[src/design/elink_pkg.sv]
package elink_pkg;

   //############################
   // field widths of a transaction
   //############################
   localparam int CMD_W      = 4;
   localparam int DATAMODE_W = 2;
   localparam int CTRLMODE_W = 3;
   localparam int ADDR_W     = 32;
   localparam int DATA_W     = 32;

   // frame byte seen on every word inside a packet
   localparam logic [7:0] FRAME_ON = 8'hff;

   // emesh commands, codes not listed here are illegal
   typedef enum logic [CMD_W-1:0] {
      cmd_write       = 4'h0,
      cmd_read        = 4'h1,
      cmd_write_burst = 4'h2
   } emesh_cmd_t;

   // one decoded transaction, 105 bits
   typedef struct packed {
      emesh_cmd_t            cmd;       // command nibble from head byte 0
      logic [DATAMODE_W-1:0] datamode;  // access size
      logic [CTRLMODE_W-1:0] ctrlmode;  // routing / special modes
      logic [ADDR_W-1:0]     dstaddr;   // destination address
      logic [DATA_W-1:0]     data;      // split across head and tail word
      logic [ADDR_W-1:0]     srcaddr;   // return address for reads
   } emesh_packet_t;

   // frame decoder states
   typedef enum logic [1:0] {
      fs_idle,  // waiting for frame to drop
      fs_head,  // gap seen, next frame word is a head
      fs_tail   // head latched, next frame word is a tail
   } frame_state_t;

endpackage

[src/design/erx_cfg_pkg.sv]
package erx_cfg_pkg;

   //############################
   // receive queues
   //############################
   localparam int QUEUE_DEPTH = 8;   // entries per queue
   localparam int QUEUE_PTR_W = 3;   // log2 of depth
   localparam int WAIT_LEVEL  = 6;   // fill count that raises link wait

   // credit handshake towards the consumer
   localparam int CREDIT_INIT = 4;   // credits held after reset
   localparam int CREDIT_W    = 3;   // must hold CREDIT_INIT

   //############################
   // input conditioning
   //############################
   localparam int SYNC_STAGES = 2;   // flops in enable and gpio synchronizers

endpackage

[src/design/erx_io.sv]
module erx_io
   import erx_cfg_pkg::*;
(
   input  logic        rx_lclk_div4,
   input  logic        rxreset,
   input  logic [7:0]  rx_frame_des,        // frame bits from deserializer
   input  logic [63:0] rx_data_des,         // byte k = bits 8k+7..8k
   input  logic        ecfg_rx_enable,
   input  logic        ecfg_rx_gpio_enable,
   input  logic [1:0]  ecfg_dataout,        // {wr_wait, rd_wait} in gpio mode
   input  logic        wr_wait,             // from write queue
   input  logic        rd_wait,             // from read queue
   output logic [7:0]  rx_frame_par,
   output logic [63:0] rx_data_par,
   output logic [8:0]  ecfg_rx_datain,      // gpio sample {frame bit 0, byte 0}
   output logic        rxo_wr_wait,
   output logic        rxo_rd_wait
);

   logic                   io_reset;     // link reset or rx disabled
   logic [SYNC_STAGES-1:0] rxenb_sync;
   logic [SYNC_STAGES-1:0] rxgpio_sync;
   logic                   rxenb;        // synchronized enable
   logic                   rxgpio;       // synchronized gpio mode
   logic [63:0]            rx_data_reg;
   logic [7:0]             rx_frame_reg;
   logic [8:0]             datain_reg;

   assign io_reset = rxreset | ~ecfg_rx_enable;

   //############################
   // control synchronizers
   //############################
   // a low enable holds the chain cleared, ones shift in once it rises
   always_ff @(posedge rx_lclk_div4 or posedge io_reset)
   begin
      if (io_reset)
         rxenb_sync <= '0;
      else
         rxenb_sync <= {rxenb_sync[SYNC_STAGES-2:0], 1'b1};
   end

   always_ff @(posedge rx_lclk_div4 or posedge rxreset)
   begin
      if (rxreset)
         rxgpio_sync <= '0;
      else
         rxgpio_sync <= {rxgpio_sync[SYNC_STAGES-2:0], ecfg_rx_gpio_enable};
   end

   assign rxenb  = rxenb_sync[SYNC_STAGES-1];
   assign rxgpio = rxgpio_sync[SYNC_STAGES-1];

   //############################
   // parallel data path
   //############################
   always_ff @(posedge rx_lclk_div4)
   begin
      rx_data_reg <= rx_data_des;   // stage 1
      rx_data_par <= rx_data_reg;   // stage 2
   end

   // frame is killed while disabled or while pins are used as gpio
   always_ff @(posedge rx_lclk_div4 or posedge rxreset)
   begin
      if (rxreset)
      begin
         rx_frame_reg <= '0;
         rx_frame_par <= '0;
      end
      else
      begin
         rx_frame_reg <= rx_frame_des & {8{rxenb & ~rxgpio}};
         rx_frame_par <= rx_frame_reg;
      end
   end

   //############################
   // gpio input sampling
   //############################
   // raw pins, not masked, so software sees them in gpio mode
   always_ff @(posedge rx_lclk_div4)
   begin
      datain_reg     <= {rx_frame_des[0], rx_data_des[7:0]};
      ecfg_rx_datain <= datain_reg;
   end

   // wait pins, combinational
   assign rxo_wr_wait = rxgpio ? ecfg_dataout[1] : wr_wait;
   assign rxo_rd_wait = rxgpio ? ecfg_dataout[0] : rd_wait;

endmodule

[src/design/erx_protocol.sv]
module erx_protocol
   import elink_pkg::*;
(
   input  logic          rx_lclk_div4,
   input  logic          rxreset,
   input  logic [7:0]    rx_frame_par,
   input  logic [63:0]   rx_data_par,
   output logic          pkt_valid,     // one cycle per decoded packet
   output emesh_packet_t pkt
);

   frame_state_t state;
   logic         frame_on;     // word is inside a packet
   logic         head_cycle;   // head word on input
   logic         tail_cycle;   // tail word on input
   logic [7:0]   b [8];        // input word split into bytes

   assign frame_on   = (rx_frame_par == FRAME_ON);
   assign head_cycle = (state == fs_head) && frame_on;
   assign tail_cycle = (state == fs_tail) && frame_on;

   always_comb
   begin
      for (int k = 0; k < 8; k++)
         b[k] = rx_data_par[8*k +: 8];
   end

   //############################
   // frame state machine
   //############################
   always_ff @(posedge rx_lclk_div4 or posedge rxreset)
   begin
      if (rxreset)
      begin
         state     <= fs_idle;
         pkt_valid <= 1'b0;
      end
      else
      begin
         pkt_valid <= 1'b0;   // default, pulse only
         case (state)
            fs_idle:
            begin
               if (!frame_on)
                  state <= fs_head;   // gap seen, arm for a head
            end
            fs_head:
            begin
               if (frame_on)
                  state <= fs_tail;
            end
            fs_tail:
            begin
               if (frame_on)
               begin
                  pkt_valid <= 1'b1;
                  state     <= fs_idle;   // hold off until frame drops
               end
               else
                  state <= fs_head;   // frame dropped after one word, start over
            end
            default: state <= fs_idle;
         endcase
      end
   end

   //############################
   // field extraction
   //############################
   // payload, qualified by pkt_valid downstream
   always_ff @(posedge rx_lclk_div4)
   begin
      if (head_cycle)
      begin
         pkt.cmd           <= emesh_cmd_t'(b[0][3:0]);   // may be illegal
         pkt.datamode      <= b[0][5:4];
         pkt.ctrlmode      <= b[1][2:0];
         pkt.dstaddr       <= {b[2], b[3], b[4], b[5]};   // msb first
         pkt.data[31:16]   <= {b[6], b[7]};
      end
      if (tail_cycle)
      begin
         pkt.data[15:0] <= {b[0], b[1]};
         pkt.srcaddr    <= {b[2], b[3], b[4], b[5]};   // bytes 6,7 unused
      end
   end

   // decoder must leave a gap after every packet
   a_valid_pulse : assert property (@(posedge rx_lclk_div4) disable iff (rxreset)
      pkt_valid |=> !pkt_valid)
      else $error("pkt_valid high on two consecutive cycles");

endmodule

[src/design/erx_disty.sv]
module erx_disty
   import elink_pkg::*;
(
   input  logic          rx_lclk_div4,
   input  logic          rxreset,
   input  logic          pkt_valid,
   input  emesh_packet_t pkt,
   output logic          wr_push,         // to write queue
   output logic          rd_push,         // to read queue
   output emesh_packet_t push_packet,     // shared by both queues
   output logic [7:0]    bad_cmd_count    // saturating
);

   logic wr_sel;
   logic rd_sel;
   logic bad_sel;

   // command decode
   always_comb
   begin
      wr_sel  = 1'b0;
      rd_sel  = 1'b0;
      bad_sel = 1'b0;
      case (pkt.cmd)
         cmd_write,
         cmd_write_burst: wr_sel = pkt_valid;
         cmd_read:        rd_sel = pkt_valid;
         default:         bad_sel = pkt_valid;   // dropped
      endcase
   end

   //############################
   // push and error counter
   //############################
   always_ff @(posedge rx_lclk_div4 or posedge rxreset)
   begin
      if (rxreset)
      begin
         wr_push       <= 1'b0;
         rd_push       <= 1'b0;
         bad_cmd_count <= '0;
      end
      else
      begin
         wr_push <= wr_sel;
         rd_push <= rd_sel;
         if (bad_sel && (bad_cmd_count != 8'hff))
            bad_cmd_count <= bad_cmd_count + 8'd1;   // stick at max
      end
   end

   always_ff @(posedge rx_lclk_div4)
   begin
      if (pkt_valid)
         push_packet <= pkt;
   end

   // a transaction goes to exactly one queue
   a_one_queue : assert property (@(posedge rx_lclk_div4) disable iff (rxreset)
      !(wr_push && rd_push))
      else $error("packet pushed to both queues");

endmodule

[src/design/erx_fifo.sv]
module erx_fifo
   import elink_pkg::*, erx_cfg_pkg::*;
(
   input  logic          rx_lclk_div4,
   input  logic          rxreset,
   input  logic          push,
   input  emesh_packet_t push_packet,
   input  logic          credit_return,   // one credit back per pulse
   output logic          queue_wait,      // near full, sender must stop
   output logic          access,          // one cycle per released entry
   output emesh_packet_t packet
);

   emesh_packet_t          mem [QUEUE_DEPTH];
   logic [QUEUE_PTR_W-1:0] wr_ptr;
   logic [QUEUE_PTR_W-1:0] rd_ptr;
   logic [QUEUE_PTR_W:0]   fill;       // 0..QUEUE_DEPTH
   logic [CREDIT_W-1:0]    credit;
   logic                   full;
   logic                   wr_en;
   logic                   pop;

   assign full  = (fill == QUEUE_DEPTH);
   assign wr_en = push && !full;                  // overflow dropped, see assertion
   assign pop   = (fill != '0) && (credit != '0);  // release only against a credit

   assign queue_wait = (fill >= WAIT_LEVEL);

   //############################
   // storage
   //############################
   always_ff @(posedge rx_lclk_div4)
   begin
      if (wr_en)
         mem[wr_ptr] <= push_packet;
      if (pop)
         packet <= mem[rd_ptr];   // valid with access
   end

   //############################
   // pointers, fill and credits
   //############################
   always_ff @(posedge rx_lclk_div4 or posedge rxreset)
   begin
      if (rxreset)
      begin
         wr_ptr <= '0;
         rd_ptr <= '0;
         fill   <= '0;
         credit <= CREDIT_W'(CREDIT_INIT);
         access <= 1'b0;
      end
      else
      begin
         access <= pop;
         if (wr_en)
            wr_ptr <= wr_ptr + 1'b1;   // wraps, depth is a power of two
         if (pop)
            rd_ptr <= rd_ptr + 1'b1;
         case ({wr_en, pop})
            2'b10:   fill <= fill + 1'b1;
            2'b01:   fill <= fill - 1'b1;
            default: fill <= fill;
         endcase
         case ({pop, credit_return})
            2'b10:   credit <= credit - 1'b1;   // spent on an access
            2'b01:   credit <= credit + 1'b1;   // returned by consumer
            default: credit <= credit;          // none, or both cancel
         endcase
      end
   end

   // sender ignored queue_wait
   a_no_overflow : assert property (@(posedge rx_lclk_div4) disable iff (rxreset)
      push |-> !full)
      else $error("push into full queue");

   // consumer returned more than it was given
   a_credit_max : assert property (@(posedge rx_lclk_div4) disable iff (rxreset)
      credit <= CREDIT_INIT)
      else $error("credit count above CREDIT_INIT");

endmodule

[src/design/erx_top.sv]
module erx_top
   import elink_pkg::*;
(
   input  logic          rx_lclk_div4,
   input  logic          rxreset,
   input  logic [7:0]    rx_frame_des,
   input  logic [63:0]   rx_data_des,
   input  logic          ecfg_rx_enable,
   input  logic          ecfg_rx_gpio_enable,
   input  logic [1:0]    ecfg_dataout,
   input  logic          wr_credit_return,
   input  logic          rd_credit_return,
   output logic          rxo_wr_wait,
   output logic          rxo_rd_wait,
   output logic [8:0]    ecfg_rx_datain,
   output logic          wr_access,
   output emesh_packet_t wr_packet,
   output logic          rd_access,
   output emesh_packet_t rd_packet,
   output logic [7:0]    bad_cmd_count
);

   //############################
   // internal links
   //############################
   logic [7:0]    rx_frame_par;
   logic [63:0]   rx_data_par;
   logic          pkt_valid;
   emesh_packet_t pkt;
   logic          wr_push;
   logic          rd_push;
   emesh_packet_t push_packet;   // fans out to both queues
   logic          wr_wait;
   logic          rd_wait;

   erx_io u_io (
      .rx_lclk_div4        (rx_lclk_div4),
      .rxreset             (rxreset),
      .rx_frame_des        (rx_frame_des),
      .rx_data_des         (rx_data_des),
      .ecfg_rx_enable      (ecfg_rx_enable),
      .ecfg_rx_gpio_enable (ecfg_rx_gpio_enable),
      .ecfg_dataout        (ecfg_dataout),
      .wr_wait             (wr_wait),
      .rd_wait             (rd_wait),
      .rx_frame_par        (rx_frame_par),
      .rx_data_par         (rx_data_par),
      .ecfg_rx_datain      (ecfg_rx_datain),
      .rxo_wr_wait         (rxo_wr_wait),
      .rxo_rd_wait         (rxo_rd_wait)
   );

   erx_protocol u_protocol (
      .rx_lclk_div4 (rx_lclk_div4),
      .rxreset      (rxreset),
      .rx_frame_par (rx_frame_par),
      .rx_data_par  (rx_data_par),
      .pkt_valid    (pkt_valid),
      .pkt          (pkt)
   );

   erx_disty u_disty (
      .rx_lclk_div4  (rx_lclk_div4),
      .rxreset       (rxreset),
      .pkt_valid     (pkt_valid),
      .pkt           (pkt),
      .wr_push       (wr_push),
      .rd_push       (rd_push),
      .push_packet   (push_packet),
      .bad_cmd_count (bad_cmd_count)
   );

   // write transactions
   erx_fifo u_wr_queue (
      .rx_lclk_div4  (rx_lclk_div4),
      .rxreset       (rxreset),
      .push          (wr_push),
      .push_packet   (push_packet),
      .credit_return (wr_credit_return),
      .queue_wait    (wr_wait),
      .access        (wr_access),
      .packet        (wr_packet)
   );

   // read requests
   erx_fifo u_rd_queue (
      .rx_lclk_div4  (rx_lclk_div4),
      .rxreset       (rxreset),
      .push          (rd_push),
      .push_packet   (push_packet),
      .credit_return (rd_credit_return),
      .queue_wait    (rd_wait),
      .access        (rd_access),
      .packet        (rd_packet)
   );

endmodule

[config.mk]
export PLATFORM = sky130hd
export DESIGN_NAME = erx_top
export DESIGN_NICKNAME = d
export VERILOG_FILES = /design/src/design/elink_pkg.sv /design/src/design/erx_cfg_pkg.sv /design/src/design/erx_io.sv /design/src/design/erx_protocol.sv /design/src/design/erx_disty.sv /design/src/design/erx_fifo.sv /design/src/design/erx_top.sv
export SDC_FILE = /design/constraint.sdc
export NUM_CORES = 2
export LEC_CHECK = 0
export BUFFER_PORTS_ARGS = -buffer_cell sky130_fd_sc_hd__buf_2
export CORE_MARGIN = 2
export CORE_UTILIZATION = 60
export CTS_BUF_LIST = sky130_fd_sc_hd__clkbuf_4 sky130_fd_sc_hd__clkbuf_8 sky130_fd_sc_hd__clkbuf_16
export DETAILED_ROUTE_END_ITERATION = 7
export MAX_ROUTING_LAYER = met4
export PLACE_DENSITY = 0.78
export SYNTH_ARGS = -nofsm -noshare
export SYNTH_HDL_FRONTEND = slang
export SYNTH_SLANG_ARGS = --single-unit
[constraint.sdc]
create_clock -name rx_lclk_div4 -period 10.7 [get_ports rx_lclk_div4]
set_clock_uncertainty 0.1 [all_clocks]
set_input_delay 1.07 -clock rx_lclk_div4 [delete_from_list [all_inputs] [get_ports rx_lclk_div4]]
set_output_delay 1.07 -clock rx_lclk_div4 [all_outputs]
set_load 0.02 [all_outputs]
==> impl_metrics.py <==
metrics = {
    "setup_path": {
        "timing.rr.end": "u_rd_queue.packet[21]$_DFFE_PP_",
        "cp-end-kind": "register",
        "max_stage_delay_ns": 0.96,
        "worstSetupStartpointType": "register",
        "critPathMaxFanout": 43,
        "r2r_start": "u_rd_queue.rd_ptr[0]$_DFFE_PP0P_",
        "r2r_setup_slack_ns": 6.74,
        "crit_end": "u_rd_queue.packet[21]$_DFFE_PP_",
        "crit_path_top_delay_cell": "dfrtp_4",
        "path_buf_inv": 2,
        "path_cells": "buf_4 -> buf_4 -> mux4_1 -> mux2_2",
        "critPathKind": "reg2reg",
        "worst_ep_required_time_ns": 11.20,
        "cp.depth": 4,
        "r2r_cells": 4,
        "path_common_cell": "buf_4",
        "crit_family": "buffers and inverters",
        "critical_path.startpoint": "u_rd_queue.rd_ptr[0]$_DFFE_PP0P_",
        "cp.arrival_ns": 4.46,
    },
    "power_and_ir_drop": {
        "internal-power_w": 0.0140,
        "p_clk_frac": 0.439,
        "combPwrFrac": 0.003,
        "p_sw_frac": 0.193,
        "ir_drop_mv": 0.150,
        "total_power_w": 0.0174,
        "power_switching_w": 0.00336,
        "p_leak_nw": 29.4,
        "seqPwrFrac": 0.558,
        "powerDensity_nw_per_um2": 189,
    },
    "route": {
        "wirelength_um": 179000,
        "remaining_drc_errors": 0,
        "avgViaCountPerCell": 6.33,
        "final_antenna_net_count": 0,
        "vias": 35763,
        "wire_per_inst_um": 31.7,
        "dr.first_iter.drc_count": 4247,
        "detailedRoute.firstPassIterationCount": 5,
    },
    "finish": {
        "final_cell_mix": "edfxtp_1 (2100), mux4_2 (386), buf_2 (310)",
        "area.growth.synth_to_final_pct": 13.3,
        "drive_gt1_frac": 0.354,
        "top_regs": "u_rd_queue.mem: 840 flops, u_wr_queue.mem: 840 flops",
        "final_common_cell": "edfxtp_1",
        "final_area_um2": 92000,
        "final_util": 0.682,
        "nets": 3776,
    },
    "synthesis": {
        "async_reset_ff_frac": 0.0266,
        "synthFlopType": "edfxtp_1",
        "syn_area_per_cell_um2": 25.2,
        "synth_area_um2": 81200,
        "ys_seq_elements": 2291,
        "synth_fp_nets": 3320,
        "seq_area_frac_synth": 0.827,
        "yosys_warnings": 0,
        "syn_inst": 3225,
        "synth_edf_count": 2100,
        "yosysUniqueCellTypes": 44,
    },
    "place": {
        "gp_congestion": 0.757,
        "post-place-ws_ns": 6.68,
        "io_buffer_count": 310,
        "placed_cell_area_um2": 84800,
        "dp_hpwl_um": 90600,
    },
    "timing": {
        "rsz0062_at_grt": "false",
        "period_share": 0.370,
        "slew_headroom": 0.206,
        "worst_slack_ns": 6.74,
        "worst-slew-pin-transition_ns": 1.19,
        "hold_viol": 0,
        "fin_setup_tns_ns": 0,
        "finalSetupViolCount": 0,
        "min_period_ns": 3.96,
        "max_freq_mhz": 252,
        "slew_viol_final": 0,
    },
    "global_route": {
        "overflow": 0,
        "grt_pass1_vias": 36777,
        "track_usage": 0.272,
        "antenna_found_initial": 7,
        "grt_max_degree": 137,
        "grt_pass1_wl_um": 257000,
    },
    "clocking": {
        "clock_path_buffers": 3,
        "cts_tree": "done",
        "htreeDepth": 4,
        "cts.sinks": 2291,
        "clk_latency_ns": 0.87,
        "clk_pin_slew_ns": 0.06,
        "cts-buffers-inserted": 209,
        "clockRootBuffer": "clkbuf_16",
    },
    "job": {
        "maxCapViolCount": 0,
    },
    "floorplanning": {
        "die-area_um2": 138000,
        "core-area_um2": 135000,
        "initial_core_util": 0.602,
        "die_w_um": 372,
        "rows": 135,
        "ios": 311,
        "die_y_um": 372,
    },
    "min_path": {
        "worstHoldPathType": "in2async",
    },
    "run_status": {
        "status": "finished, final reports clean",
    },
}
-- cells by family (layout without fill, tap and decap cells) --
kind of cell | Yosys count | count (layout) | synth area share
AOI/OAI and AO/OA | 20 | 20 | 0.00151
xor gates and xnor gates | 26 | 26 | 0.00280
adders and majority gates | 15 | 15 | 0.00250
buffers and inverters | 137 | 775 | 0.0115
DFF | 2291 | 2291 | 0.827
muxes | 640 | 640 | 0.149
other | 1 | 7 | 0.0000462
and+or+nand+nor | 95 | 95 | 0.00587
-- power groups by stage --
stage	Combinational (W)	Sequential, W	Clock, W
2_1_floorplan	0.0000336	0.00988	0
3_3_place_gp	0.0000564	0.00989	0
3_5_place_dp	0.0000609	0.00990	0
4_1_cts	0.0000615	0.00970	0.00773
5_1_grt	0.0000665	0.00970	0.00806
6_report	0.0000599	0.00971	0.00764
-- final cells by class --
cell class,instances,area [um^2]
well taps,1781,2230
clock inverters,114,1210
multi-input cells,797,13200
clock buffers,279,5970
repair buffers,372,2080
flip-flops and latches,2291,67200
diodes,6,15.0
fillers,7730,43000
inverters,10,37.5
-- worst min-delay path by stage --
stage / start / to / slack [ns]
CTS: rxreset / u_io.rxenb_sync[0]$_DFF_PP0_ / 0.01
finish: rxreset / u_io.rxenb_sync[0]$_DFF_PP0_ / 0.06
detailed placement: u_io.rx_data_reg[23]$_DFF_P_ / u_io.rx_data_par[23]$_DFF_P_ / 0.21
global placement: u_io.rx_data_reg[33]$_DFF_P_ / u_io.rx_data_par[33]$_DFF_P_ / 0.21
global route: rxreset / u_io.rxenb_sync[0]$_DFF_PP0_ / 0.02
floorplan: u_io.datain_reg[8]$_DFF_P_ / u_io.ecfg_rx_datain[8]$_DFF_P_ / 0.21
-- metal layers --
metal / GRT usage / up-vias / routed length, um
li1: - / 14409 / -
met1: 0.363 / 18974 / 67500
met2: 0.427 / 2105 / 90100
met3: 0.0562 / 275 / 16300
met4: 0.0870 / 0 / 5090
met5: - / - / 0
-- stage by stage --
stage / hold slack [ns] / cells
after floorplan: 0.210 / 3225
after global placement: 0.210 / 5250
after detailed placement: 0.212 / 5250
after CTS: 0.0111 / 5644
after global routing: 0.0219 / 5647
final: 0.0586 / 5650
-- Yosys cell counts, types with 2 or more instances --
cell	number	area, um^2
a211o_1	2	17.5
a21oi_1	7	35.0
and2_1	9	56.3
and3_1	3	18.8
buf_1	23	86.3
buf_2	19	95.1
buf_4	8	60.1
buf_6	33	372
buf_8	9	135
clkbuf_1	34	128
dfrtp_1	59	1480
dfstp_2	2	52.6
dfxtp_1	130	2600
edfxtp_1	2100	63100
fa_1	2	40.0
ha_1	13	163
inv_1	10	37.5
mux2_2	218	2450
mux2i_1	2	20.0
mux4_1	34	893
mux4_2	386	8690
nand2_1	24	90.1
nand2b_1	7	43.8
nand3_1	3	15.0
nand4_1	4	25.0
nor2_1	25	93.8
nor2b_1	2	12.5
nor3_1	7	35.0
nor3b_1	5	37.5
nor4b_1	2	17.5
o21ai_0	6	30.0
xnor2_1	11	96.3
xor2_1	15	131
-- what timing repair did --
item | 4_1_cts | 5_1_grt
gates resized for setup | 0 | 0
hold buffers | 1 | 0
setup buffers | 0 | 0
setup endpoints to repair | 0 | 0
hold endpoints to repair | 2 | 0
No activity file was read; power rests on OpenSTA's default activity.
